[config.mk]
export PLATFORM = sky130hd
export DESIGN_NAME = codeLock
export DESIGN_NICKNAME = d
export VERILOG_FILES = /design/src/rtl/codeLockPkg.sv /design/src/rtl/digitEntry.sv /design/src/rtl/codeJudge.sv /design/src/rtl/scanDisplay.sv /design/src/rtl/codeLock.sv
export SDC_FILE = /design/constraint.sdc
export NUM_CORES = 1
export LEC_CHECK = 0
export ABC_CLOCK_PERIOD_IN_PS = 2670
export BUFFER_PORTS_ARGS = -buffer_cell sky130_fd_sc_hd__buf_2
export CAP_MARGIN = 20
export CORE_MARGIN = 5
export CORE_UTILIZATION = 35
export DETAILED_ROUTE_END_ITERATION = 12
export PLACE_DENSITY_LB_ADDON = 0.15
export SLEW_MARGIN = 20
export SYNTH_ARGS = -nofsm -noshare
export SYNTH_HDL_FRONTEND = slang
export SYNTH_SLANG_ARGS = --single-unit
[constraint.sdc]
create_clock -name CLK -period 2.67 [get_ports CLK]
set_clock_uncertainty 0.05 [all_clocks]
set_input_delay 0.1335 -clock CLK [delete_from_list [all_inputs] [get_ports CLK]]
set_output_delay 0.1335 -clock CLK [all_outputs]
set_load 0.05 [all_outputs]
[src/rtl/codeLockPkg.sv]
`default_nettype none

package codeLockPkg;

	typedef logic [3:0] digitT;

	// index 0 holds the newest key
	typedef digitT [2:0] codeT;

	typedef enum logic [1:0]
	{
		vIdle,
		vFail,
		vPass,
		vLocked
	} verdictT;

	typedef struct packed
	{
		codeT code;
		verdictT verdict;
		logic [3:0] tries;
	} lockStatusT;

	localparam int MAX_TRIES = 6; // failures before lockout
	localparam int SCAN_DIV_BITS = 16; // 2^16 cycles per digit

	localparam logic [7:0] SEG_P = 8'h73;
	localparam logic [7:0] SEG_DASH = 8'h40; // segment g only
	localparam logic [7:0] SEG_BLANK = 8'h00;

	// common seven-segment map, bit 0 is segment a
	function automatic logic [7:0] segOf(input digitT d);
		logic [7:0] pattern;
		case (d)
			4'd0: pattern = 8'h3F;
			4'd1: pattern = 8'h06;
			4'd2: pattern = 8'h5B;
			4'd3: pattern = 8'h4F;
			4'd4: pattern = 8'h66;
			4'd5: pattern = 8'h6D;
			4'd6: pattern = 8'h7D;
			4'd7: pattern = 8'h07;
			4'd8: pattern = 8'h7F;
			4'd9: pattern = 8'h6F;
			default: pattern = SEG_BLANK; // not a BCD digit
		endcase
		return pattern;
	endfunction

endpackage

`default_nettype wire

[src/rtl/digitEntry.sv]
`timescale 1ns/10ps
`default_nettype none

module digitEntry
(
	input wire logic CLK,
	input wire logic arstN,
	input wire logic keyValid,
	input wire codeLockPkg::digitT keyDigit,
	input wire logic enterKey,
	input wire logic clearKey,
	input wire logic locked,
	output codeLockPkg::codeT code,
	output logic submit
);

	logic keyOk;
	logic acceptKeys;
	codeLockPkg::codeT codeNext;
	logic submitNext;

	assign keyOk = keyValid && (keyDigit <= 4'd9); // drop non-BCD keys
	assign acceptKeys = !locked;

	// clear beats enter, enter beats a digit
	always_comb
	begin
		codeNext = code;
		submitNext = 1'b0;
		if (acceptKeys)
		begin
			if (clearKey)
			begin
				codeNext = '0;
			end
			else if (enterKey)
			begin
				submitNext = 1'b1; // code held while judged
			end
			else if (keyOk)
			begin
				codeNext[2] = code[1]; // oldest digit falls out
				codeNext[1] = code[0];
				codeNext[0] = keyDigit;
			end
		end
	end

	always_ff @(posedge CLK or negedge arstN)
	begin
		if (!arstN)
		begin
			code <= '0;
		end
		else
		begin
			code <= codeNext;
		end
	end

	always_ff @(posedge CLK or negedge arstN)
	begin
		if (!arstN)
		begin
			submit <= 1'b0;
		end
		else
		begin
			submit <= submitNext; // one-cycle pulse
		end
	end

endmodule

`default_nettype wire

[src/rtl/codeJudge.sv]
`timescale 1ns/10ps
`default_nettype none

module codeJudge
(
	input wire logic CLK,
	input wire logic arstN,
	input wire codeLockPkg::codeT code,
	input wire logic submit,
	input wire codeLockPkg::codeT secret,
	output codeLockPkg::lockStatusT status,
	output logic locked,
	output logic unlocked
);

	codeLockPkg::codeT codeQ;
	codeLockPkg::verdictT verdict;
	codeLockPkg::verdictT verdictNext;
	logic [3:0] tries;
	logic [3:0] triesNext;
	logic [3:0] triesInc;
	logic unlockedNext;
	logic match;
	logic codeChanged;
	logic lockHit;

	assign match = (code == secret);
	assign codeChanged = (code != codeQ); // compared with last cycle's code
	assign triesInc = tries + 4'd1;
	assign lockHit = (triesInc == 4'(codeLockPkg::MAX_TRIES));

	always_comb
	begin
		verdictNext = verdict;
		triesNext = tries;
		unlockedNext = unlocked;
		if (verdict == codeLockPkg::vLocked)
		begin
			unlockedNext = 1'b0; // only reset gets out of here
		end
		else if (submit)
		begin
			if (match)
			begin
				verdictNext = codeLockPkg::vPass;
				unlockedNext = 1'b1;
			end
			else
			begin
				triesNext = triesInc;
				unlockedNext = 1'b0;
				if (lockHit)
				begin
					verdictNext = codeLockPkg::vLocked;
				end
				else
				begin
					verdictNext = codeLockPkg::vFail;
				end
			end
		end
		else if ((verdict == codeLockPkg::vPass) && codeChanged)
		begin
			verdictNext = codeLockPkg::vIdle; // new typing closes the lock
			unlockedNext = 1'b0;
		end
	end

	always_ff @(posedge CLK or negedge arstN)
	begin
		if (!arstN)
		begin
			verdict <= codeLockPkg::vIdle;
			tries <= '0;
			unlocked <= 1'b0;
		end
		else
		begin
			verdict <= verdictNext;
			tries <= triesNext;
			unlocked <= unlockedNext;
		end
	end

	// follows the entry stage one cycle later
	always_ff @(posedge CLK or negedge arstN)
	begin
		if (!arstN)
		begin
			codeQ <= '0;
		end
		else
		begin
			codeQ <= code;
		end
	end

	assign status.code = codeQ;
	assign status.verdict = verdict;
	assign status.tries = tries;
	assign locked = (verdict == codeLockPkg::vLocked);

endmodule

`default_nettype wire

[src/rtl/scanDisplay.sv]
`timescale 1ns/10ps
`default_nettype none

module scanDisplay
#(
	parameter int scanDivBits = 16
)
(
	input wire logic CLK,
	input wire logic arstN,
	input wire codeLockPkg::lockStatusT status,
	output logic [7:0] segments,
	output logic [3:0] anodes
);

	localparam int CNT_BITS = scanDivBits + 2;

	logic [CNT_BITS-1:0] scanCnt;
	logic [1:0] slot;
	codeLockPkg::digitT slotDigit;
	logic [7:0] digitSeg;
	logic [7:0] statusSeg;

	// free running, top two bits pick the digit
	always_ff @(posedge CLK or negedge arstN)
	begin
		if (!arstN)
		begin
			scanCnt <= '0;
		end
		else
		begin
			scanCnt <= scanCnt + 1'b1;
		end
	end

	assign slot = scanCnt[CNT_BITS-1 -: 2];

	// common anode, low enables the digit
	always_comb
	begin
		case (slot)
			2'd0: anodes = 4'b1110;
			2'd1: anodes = 4'b1101;
			2'd2: anodes = 4'b1011;
			default: anodes = 4'b0111;
		endcase
	end

	always_comb
	begin
		case (slot)
			2'd0: slotDigit = status.code[0]; // newest key on the right
			2'd1: slotDigit = status.code[1];
			2'd2: slotDigit = status.code[2];
			default: slotDigit = status.tries;
		endcase
	end

	assign digitSeg = codeLockPkg::segOf(slotDigit);

	// status digit overrides the try count
	always_comb
	begin
		case (status.verdict)
			codeLockPkg::vPass: statusSeg = codeLockPkg::SEG_P;
			codeLockPkg::vLocked: statusSeg = codeLockPkg::SEG_DASH;
			default: statusSeg = digitSeg;
		endcase
	end

	always_comb
	begin
		if (slot == 2'd3)
		begin
			segments = statusSeg;
		end
		else
		begin
			segments = digitSeg;
		end
	end

endmodule

`default_nettype wire

[src/rtl/codeLock.sv]
`timescale 1ns/10ps
`default_nettype none

module codeLock
#(
	parameter int scanDivBits = codeLockPkg::SCAN_DIV_BITS
)
(
	input wire logic CLK,
	input wire logic arstN,
	input wire logic keyValid,
	input wire codeLockPkg::digitT keyDigit,
	input wire logic enterKey,
	input wire logic clearKey,
	input wire codeLockPkg::codeT secret,
	output logic [7:0] segments,
	output logic [3:0] anodes,
	output logic unlocked
);

	codeLockPkg::codeT code;
	logic submit;
	logic locked; // feeds back to block the keypad
	codeLockPkg::lockStatusT status;

	digitEntry entry0
	(
		.CLK(CLK),
		.arstN(arstN),
		.keyValid(keyValid),
		.keyDigit(keyDigit),
		.enterKey(enterKey),
		.clearKey(clearKey),
		.locked(locked),
		.code(code),
		.submit(submit)
	);

	codeJudge judge0
	(
		.CLK(CLK),
		.arstN(arstN),
		.code(code),
		.submit(submit),
		.secret(secret),
		.status(status),
		.locked(locked),
		.unlocked(unlocked)
	);

	scanDisplay #(.scanDivBits(scanDivBits)) display0
	(
		.CLK(CLK),
		.arstN(arstN),
		.status(status),
		.segments(segments),
		.anodes(anodes)
	);

endmodule

`default_nettype wire

==> results.json, run 1 <==
{
  "grt_pass1_wl_um": 9290,
  "muxShareOfSynthArea": 0.0492,
  "max_clock_freq_mhz": 392,
  "num_vias": 1886,
  "hold_depth": 3,
  "cp_slowest_cell": "mux4_1",
  "period_needed_ns": 2.55,
  "hold_viol": 0,
  "worstPathCellList": "mux4_1 -> ha_1 -> mux2_4 -> o211ai_2 -> buf_2",
  "antenna_found_initial": 0,
  "final_cells": 391,
  "clock-sinks": 50,
  "dr.pass1.iters": 4,
  "reg2reg_slack_ns": 0.83,
  "power_density_mw_per_mm2": 494,
  "fin_area_mm2": 0.00309,
  "cp_max_fo": 7,
  "holdPathEnd": "entry0.submit$_DFF_PN0_",
  "maxSlewHeadroom": 0.568,
  "netlist_area_mm2": 0.00270,
  "hp-start": "enterKey",
  "max-vdd-ir-drop_uv": 205,
  "fin_nets": 318,
  "fillerInstances": 771,
  "critical-path-top-delay-family": "multiplexers",
  "yosysSeqAreaShare": 0.464,
  "cts_made_buffers": 5,
  "avgViaCountPerCell": 4.82,
  "grt_util_all_layers": 0.119,
  "cap_violations": 0,
  "antenna_left": 0,
  "report.final.slew_viol_count": 0,
  "drc": 0,
  "dp_hpwl_um": 4040,
  "path_buf_inv": 1,
  "r2r_start": "entry0.code[10]$_DFFE_PN0P_",
  "required_ns": 2.49,
  "yosysWarningCount": 0,
  "cts_tree": "done",
  "core_area_mm2": 0.00761,
  "syn_inst": 253,
  "wl_per_cell_um": 13.8,
  "overflow": 0,
  "p_leak_uw": 0.00142,
  "synthSimpleGateAreaFrac": 0.121,
  "crit_path_start_kind": "flip-flop",
  "synth_xor_area_frac": 0.140,
  "place_area_mm2": 0.00297,
  "worstSetupPathType": "flip-flop to output port",
  "synth_top_family_by_area": "XOR/XNOR gates",
  "status": "completed",
  "post-route-period-util": 0.956,
  "synth_fp_nets": 283,
  "rows": 32,
  "dr.first_iter.drc_count": 80,
  "clockBufferDepth": 2,
  "start_util": 0.354,
  "async_flop_share": 1.00,
  "drt_wl_total_um": 5380,
  "cts_root_buffer": "clkbuf_8",
  "ios": 34,
  "clk_pin_slew_worst_paths_ns": 0.09,
  "yosysUniqueCellTypes": 42,
  "r2r_end": "judge0.tries[0]$_DFFE_PN0P_",
  "grt_pass1_vias": 1888,
  "diodes": 0,
  "insertion_delay_ns": 0.30,
  "finalSetupViolations": 0,
  "hold_class": "primary input to flip-flop",
  "grt_max_degree": 31,
  "dieArea_mm2": 0.00956,
  "tightest_slew_ns": 0.649,
  "synth_edf_count": 0,
  "die_height_um": 97.8,
  "area_growth_pct": 14.5,
  "reg2reg_depth": 4,
  "synth_top_flop_cell": "dfrtp_1",
  "drive_above_1_share": 0.208,
  "setup.worst_path.end_class": "output port",
  "synth_compound_area_frac": 0.126,
  "htreeDepth": 2,
  "die_x_um": 97.8,
  "avgSynthCellArea_um2": 10.7,
  "portBuffers": 32,
  "slowest_delay_ns": 0.66,
  "synthAdderAreaFrac": 0.0418,
  "arrival_ns": 2.37,
  "place_congestion": 0.826,
  "place_inst": 382,
  "synth-seq-cells": 50
}
## tightest hold or removal path, delay by kind of cell
family,cells,cell delay (ns)
buffers and inverters,2,0.15
and+or+nand+nor,1,0.05
## layout by cell type (no fill, tap or decap), types with 2 or more instances in the layout
master | synthesis | layout
a21o_1 | 2 | 2
a21oi_1 | 5 | 5
a311oi_1 | 2 | 2
a31oi_1 | 4 | 4
a41oi_1 | 3 | 3
and2_1 | 2 | 2
and3_1 | 2 | 2
buf_2 | 2 | 31
buf_4 | 2 | 5
clkbuf_8 | 0 | 5
dfrtp_1 | 50 | 49
ha_1 | 9 | 9
inv_1 | 24 | 24
mux2i_1 | 2 | 2
mux4_2 | 2 | 3
nand2_1 | 12 | 12
nand2b_1 | 4 | 4
nand3_1 | 4 | 4
nand4_1 | 6 | 6
nor2_1 | 9 | 9
nor3_1 | 2 | 2
nor4_1 | 4 | 4
nor4_2 | 3 | 3
o21ai_0 | 20 | 17
o21ai_1 | 0 | 3
o41ai_1 | 12 | 12
or2_2 | 3 | 3
xnor2_1 | 12 | 12
xor2_1 | 31 | 31
## per-layer routing
| layer | global-route usage | vias up | wire length [um] |
|---|---|---|---|
| met3 | 0.0300 | 5 | 304 |
| li1 | - | 951 | - |
| met4 | 0.0383 | 0 | 47 |
| met1 | 0.176 | 876 | 2690 |
| met5 | 0 | - | 0 |
| met2 | 0.171 | 54 | 2330 |
## power by group
group | internal (uW) | switching, uW
Combinational | 69.1 | 127
Sequential | 778 | 26.1
Clock | 280 | 246
Total | 1130 | 399
## worst max path at each step
stage | startpoint | to | slack (ns) | cells past startpoint
6_report | display0.scanCnt[16]$_DFF_PN0_ | segments[6] | 0.12 | 5
3_3_place_gp | display0.scanCnt[16]$_DFF_PN0_ | segments[6] | 0.35 | 5
5_1_grt | display0.scanCnt[16]$_DFF_PN0_ | segments[6] | -0.007 | 5
4_1_cts | display0.scanCnt[16]$_DFF_PN0_ | segments[6] | 0.08 | 5
3_5_place_dp | display0.scanCnt[16]$_DFF_PN0_ | segments[6] | 0.28 | 5
2_1_floorplan | display0.scanCnt[16]$_DFF_PN0_ | segments[1] | 0.08 | 6
## sequential cells by signal, summed over array words and instances (netlist names)
name	cells
display0.scanCnt	18
judge0.verdict	2
entry0.submit	1
judge0.tries	4
judge0.status	12
entry0.code	12
judge0.unlocked	1
## timing repair
item | in CTS | in global routing
gates resized for setup | 2 | 1
buffers inserted | 0 | 0
hold buffers | 1 | 0
setup endpoints to repair | 1 | 1
hold endpoints to repair | 28 | 0
## cells in the mapped netlist, types with 4 or more instances
library cell	instances	area share
nor4_1	4	0.0093
nand3_1	4	0.0074
xnor2_1	12	0.039
ha_1	9	0.042
a21oi_1	5	0.0093
o21ai_0	20	0.037
dfrtp_1	50	0.46
inv_1	24	0.033
a31oi_1	4	0.0093
nand2b_1	4	0.0093
nor2_1	9	0.013
nand4_1	6	0.014
o41ai_1	12	0.039
xor2_1	31	0.10
clkbuf_1	5	0.0070
nand2_1	12	0.017
## area by class of cell
type	count	area (um^2)	share of cell area
Clock inverter	2	37.5	0.0122
Tap cell	102	128	0.0414
Timing Repair Buffer	38	210	0.0681
Multi-Input combinational cell	168	1290	0.418
Clock buffer	6	72.6	0.0235
Sequential cell	50	1250	0.406
Inverter	25	96.3	0.0312
## metrics by stage
step / setup slack [ns] / total power (uW) / setup TNS, ns / util / hold WS, ns
after floorplan: 0.0835 / 947 / 0 / - / -0.212
after global placement: 0.349 / 1020 / 0 / 0.390 / 0.166
after detailed placement: 0.285 / 1020 / 0 / 0.390 / 0.163
after CTS: 0.0841 / 1550 / 0 / 0.405 / 0.00569
after global routing: -0.00708 / 1600 / -0.00708 / 0.406 / 0.00681
final: 0.117 / 1530 / 0 / 0.406 / 0.0183
## cells by family (layout without fill, tap and decap cells)
| kind of cell | count (synthesis) | count (layout) |
|---|---|---|
| and+or+nand+nor | 57 | 57 |
| AOI/OAI and AO/OA | 51 | 51 |
| DFF | 50 | 50 |
| xor gates and xnor gates | 43 | 43 |
| buffers and inverters | 35 | 71 |
| adders and majority gates | 9 | 9 |
| muxes | 7 | 7 |
| other | 1 | 1 |
Power figures use the tool's default switching activity.
==> inputs of run 2 (changes only) <==
- MAX_ROUTING_LAYER: default -> met4
- SETUP_SLACK_MARGIN: default -> 0.4
==> results.json, run 2 (synthesis results as in run 1) <==
{
  "grt_max_degree": 30,
  "register_area_mm2": 0.00125,
  "tightest_slew_ns": 0.620,
  "p_leak_uw": 0.00149,
  "place_congestion": 0.922,
  "max-vdd-ir-drop_uv": 274,
  "clk_pin_slew_worst_paths_ns": 0.09,
  "required_ns": 2.49,
  "status": "completed",
  "drt_wl_total_um": 5550,
  "cts_tree": "done",
  "dp_hpwl_um": 4110,
  "cts_made_buffers": 5,
  "antenna_left": 0,
  "cap_violations": 0,
  "largest_reg_flops": 18,
  "start_util": 0.354,
  "hold_class": "primary input to flip-flop",
  "finalSetupViolations": 0,
  "max_clock_freq_mhz": 427,
  "worstSetupPathType": "flip-flop to output port",
  "power.total_uw": 1580,
  "overflow": 0,
  "fin_nets": 323,
  "antenna_found_initial": 0,
  "reg2reg_depth": 4,
  "maxSlewHeadroom": 0.586,
  "die_x_um": 97.8,
  "die_height_um": 97.8,
  "rsz0062_at_grt": "yes",
  "hold_viol": 0,
  "cp_max_fo": 6,
  "grt_pass1_vias": 1878,
  "reg2reg_slack_ns": 0.79,
  "r2r_end": "judge0.tries[0]$_DFFE_PN0P_",
  "hold_slack_ns": 0.0242,
  "dieArea_mm2": 0.00956,
  "final_cell_mix": "dfrtp_1 (48), xor2_1 (31), buf_2 (25)",
  "area_growth_pct": 21.7,
  "report.final.slew_viol_count": 0,
  "wl_per_cell_um": 14.0,
  "diodes": 0,
  "final_common_cell": "dfrtp_1",
  "drc": 0,
  "num_vias": 1949,
  "drive_above_1_share": 0.286,
  "insertion_delay_ns": 0.30,
  "multi_input_area_mm2": 0.00138,
  "crit_path_start_kind": "flip-flop",
  "grt_pass1_wl_um": 9610,
  "crit_start": "judge0.tries[0]$_DFFE_PN0P_",
  "clockBufferDepth": 2,
  "clock-sinks": 50,
  "arrival_ns": 2.16,
  "power_density_mw_per_mm2": 481,
  "cts_root_buffer": "clkbuf_8",
  "final.setup.tns_ns": 0,
  "setup.worst_path.end": "segments[6]",
  "dr.first_iter.drc_count": 83,
  "fin_util": 0.431,
  "setup.worst_path.end_class": "output port",
  "htreeDepth": 2,
  "portBuffers": 32,
  "period_needed_ns": 2.34,
  "fillerInstances": 761,
  "grt_util_all_layers": 0.127,
  "avgViaCountPerCell": 4.92,
  "dr.pass1.iters": 4,
  "rows": 32,
  "ios": 34,
  "r2r_start": "entry0.code[10]$_DFFE_PN0P_",
  "post-route-period-util": 0.876,
  "core_area_mm2": 0.00761,
  "top_register": "display0.scanCnt"
}
-- run 2: changes by cell type in the layout (fill, tap and decap cells not counted), sizes merged --
cell	before	now
buf	36	42
clkinv	0	1
inv	25	26
clkinvlp	1	0
clkbuf	7	5
-- run 2: critical path, cell delays in order (launching register included) --
cell and delay, ns:
dfrtp_1 0.47, mux4_2 0.59, ha_4 0.19, mux2_4 0.27, o211ai_4 0.15, buf_6 0.18
-- run 2: through the flow --
step | cells | area, um^2 | worst slack, ns
6_report | 396 | 3280 | 0.330
3_5_place_dp | 382 | 3000 | 0.339
3_3_place_gp | 382 | 3000 | 0.385
4_1_cts | 395 | 3210 | 0.328
2_1_floorplan | 253 | 2730 | 0.254
5_1_grt | 396 | 3280 | 0.259
-- run 2: final cells by class --
type	count	share of cell area
multi-input combinational	168	0.421
sequential	50	0.382
timing repair buffer	43	0.0931
tap	102	0.0389
inverter	25	0.0301
clock buffer	5	0.0210
clock inverter	3	0.0134
-- run 2: worst min-delay path by stage --
| stage | from | end | slack, ns | depth (start not counted) |
|---|---|---|---|---|
| final | keyDigit[0] | entry0.code[0]$_DFFE_PN0P_ | 0.02 | 3 |
| after floorplan | arstN | display0.scanCnt[0]$_DFF_PN0_ | -0.21 | 0 |
| after CTS | keyDigit[0] | entry0.code[0]$_DFFE_PN0P_ | 0.02 | 3 |
| after global routing | keyDigit[3] | entry0.code[3]$_DFFE_PN0P_ | 0.02 | 3 |
| after global placement | arstN | display0.scanCnt[9]$_DFF_PN0_ | 0.16 | 1 |
| after detailed placement | arstN | display0.scanCnt[14]$_DFF_PN0_ | 0.14 | 1 |
-- run 2: power breakdown --
part / leakage [uW] / total, uW / switching, uW / internal (uW)
Sequential: 0.000630 / 805 / 27.0 / 778
Clock: 0.0000585 / 537 / 256 / 281
Combinational: 0.000802 / 234 / 139 / 95.5
Total: 0.00149 / 1580 / 421 / 1150
-- run 2: per-layer routing --
layer | vias up | part of all wire | track usage | routed length (um)
met4 | 0 | 0.0072 | 0.0351 | 40
met3 | 4 | 0.038 | 0.0243 | 211
met1 | 942 | 0.50 | 0.182 | 2760
met2 | 43 | 0.46 | 0.186 | 2540
met5 | - | 0 | - | 0
li1 | 960 | - | - | -
-- run 2: what timing repair did --
item / 4_1_cts / 5_1_grt
endpoints found under the setup margin: 7 / 7
pin swaps: 0 / 2
setup buffers: 4 / 1
resized for setup: 19 / 16
hold buffers: 1 / 0
hold endpoints to repair: 27 / 0
==> inputs of run 3 (changes only) <==
- RECOVER_POWER: default -> 100
==> results.json, run 3 (synthesis results as in run 1) <==
{
  "status": "completed",
  "core_area_mm2": 0.00761,
  "wl_per_cell_um": 14.0,
  "cp_max_fo": 5,
  "dieArea_mm2": 0.00956,
  "largest_reg_flops": 18,
  "setup.worst_path.end_class": "output port",
  "cts_root_buffer": "clkbuf_8",
  "clock-sinks": 50,
  "drt_wl_total_um": 5560,
  "clk_pin_slew_worst_paths_ns": 0.09,
  "drive_above_1_share": 0.248,
  "finalSetupViolations": 0,
  "power_density_mw_per_mm2": 484,
  "grt_pass1_wl_um": 9610,
  "dr.first_iter.drc_count": 88,
  "worstSetupPathType": "flip-flop to output port",
  "antenna_found_initial": 0,
  "area_growth_pct": 20.5,
  "final_cell_mix": "dfrtp_1 (49), xor2_1 (31), inv_1 (22)",
  "max_clock_freq_mhz": 419,
  "r2r_start": "judge0.verdict[0]$_DFFE_PN0P_",
  "grt_pass1_vias": 1878,
  "fin_nets": 323,
  "crit_start": "display0.scanCnt[16]$_DFF_PN0_",
  "tightest_slew_ns": 1.48,
  "overflow": 0,
  "die_height_um": 97.8,
  "cts_made_buffers": 5,
  "portBuffers": 32,
  "die_x_um": 97.8,
  "hp-start": "keyDigit[0]",
  "final.setup.tns_ns": 0,
  "rsz0062_at_grt": "yes",
  "antenna_left": 0,
  "insertion_delay_ns": 0.30,
  "cap_violations": 0,
  "clockBufferDepth": 2,
  "hold_class": "primary input to flip-flop",
  "diodes": 0,
  "post-route-period-util": 0.894,
  "final_common_cell": "dfrtp_1",
  "ios": 34,
  "maxSlewHeadroom": 0.0162,
  "dr.pass1.iters": 4,
  "final_cells": 396,
  "hold_viol": 0,
  "grt_util_all_layers": 0.127,
  "drc": 0,
  "crit_path_start_kind": "flip-flop",
  "cts_tree": "done",
  "start_util": 0.354,
  "place_congestion": 0.922,
  "period_needed_ns": 2.39,
  "rows": 32,
  "p_leak_uw": 0.00146,
  "required_ns": 2.49,
  "arrival_ns": 2.20,
  "place_inst": 382,
  "num_vias": 1949,
  "avgViaCountPerCell": 4.92,
  "grt_max_degree": 30,
  "htreeDepth": 2,
  "report.final.slew_viol_count": 0,
  "max-vdd-ir-drop_uv": 274,
  "top_register": "display0.scanCnt",
  "dp_hpwl_um": 4110
}
==> run 3: repair_timing <==
action                     CTS  global route
hold buffers                 1             0
gates resized for setup     19            16
cloned                       0             0
hold endpoints to repair    27             0
buffers inserted             4             1
setup endpoints to repair    7             7
pin swaps                    0             2
==> run 3: cell type report <==
class | count | area (um^2)
Fill cell | 770 | 4360
Multi-Input combinational cell | 168 | 1370
Sequential cell | 50 | 1250
Timing Repair Buffer | 43 | 285
Tap cell | 102 | 128
Inverter | 25 | 98.8
Clock buffer | 5 | 68.8
Clock inverter | 3 | 43.8
==> run 3: report_power, final <==
group          switching, uW  internal [uW]  leakage [uW]
logic                    138           92.9      0.000774
clock network            256            281     0.0000585
registers               27.0            778      0.000631
total                    420           1150       0.00146
==> run 3: critical path, stage by stage (launching register included) <==
cell and delay (ns):
dfrtp_1 0.48, mux4_2 0.63, ha_4 0.19, mux2_4 0.27, o211ai_4 0.15, buf_6 0.18
==> run 3: worst paths after layout <==
kind                                                        to  slack, ns  cells past startpoint
worst min register to register  display0.scanCnt[14]$_DFF_PN0_       0.42                      1
worst max register to register     judge0.tries[0]$_DFFE_PN0P_       0.42                      5
worst max-delay path                               segments[6]       0.28                      5
min in group asynchronous        display0.scanCnt[9]$_DFF_PN0_       0.66                      2
max in group asynchronous       display0.scanCnt[17]$_DFF_PN0_       0.69                      3
worst min-delay path                entry0.code[0]$_DFFE_PN0P_       0.02                      3
==> run 3: metal layers <==
layer	track usage	vias up	part of all wire
li1	-	963	-
met1	0.182	940	0.50
met2	0.186	42	0.45
met3	0.0243	4	0.039
met4	0.0351	0	0.0072
met5	-	-	0
==> run 3: stage by stage <==
stage / utilization / hold WS (ns) / power [uW] / instance area [um^2] / setup slack [ns]
after floorplan: - / -0.212 / 953 / 2730 / 0.254
after global placement: 0.395 / 0.159 / 1020 / 3000 / 0.385
after detailed placement: 0.395 / 0.144 / 1020 / 3000 / 0.339
after CTS: 0.421 / 0.0173 / 1590 / 3210 / 0.328
after global routing: 0.427 / 0.0184 / 1650 / 3250 / 0.182
final: 0.427 / 0.0244 / 1570 / 3250 / 0.284
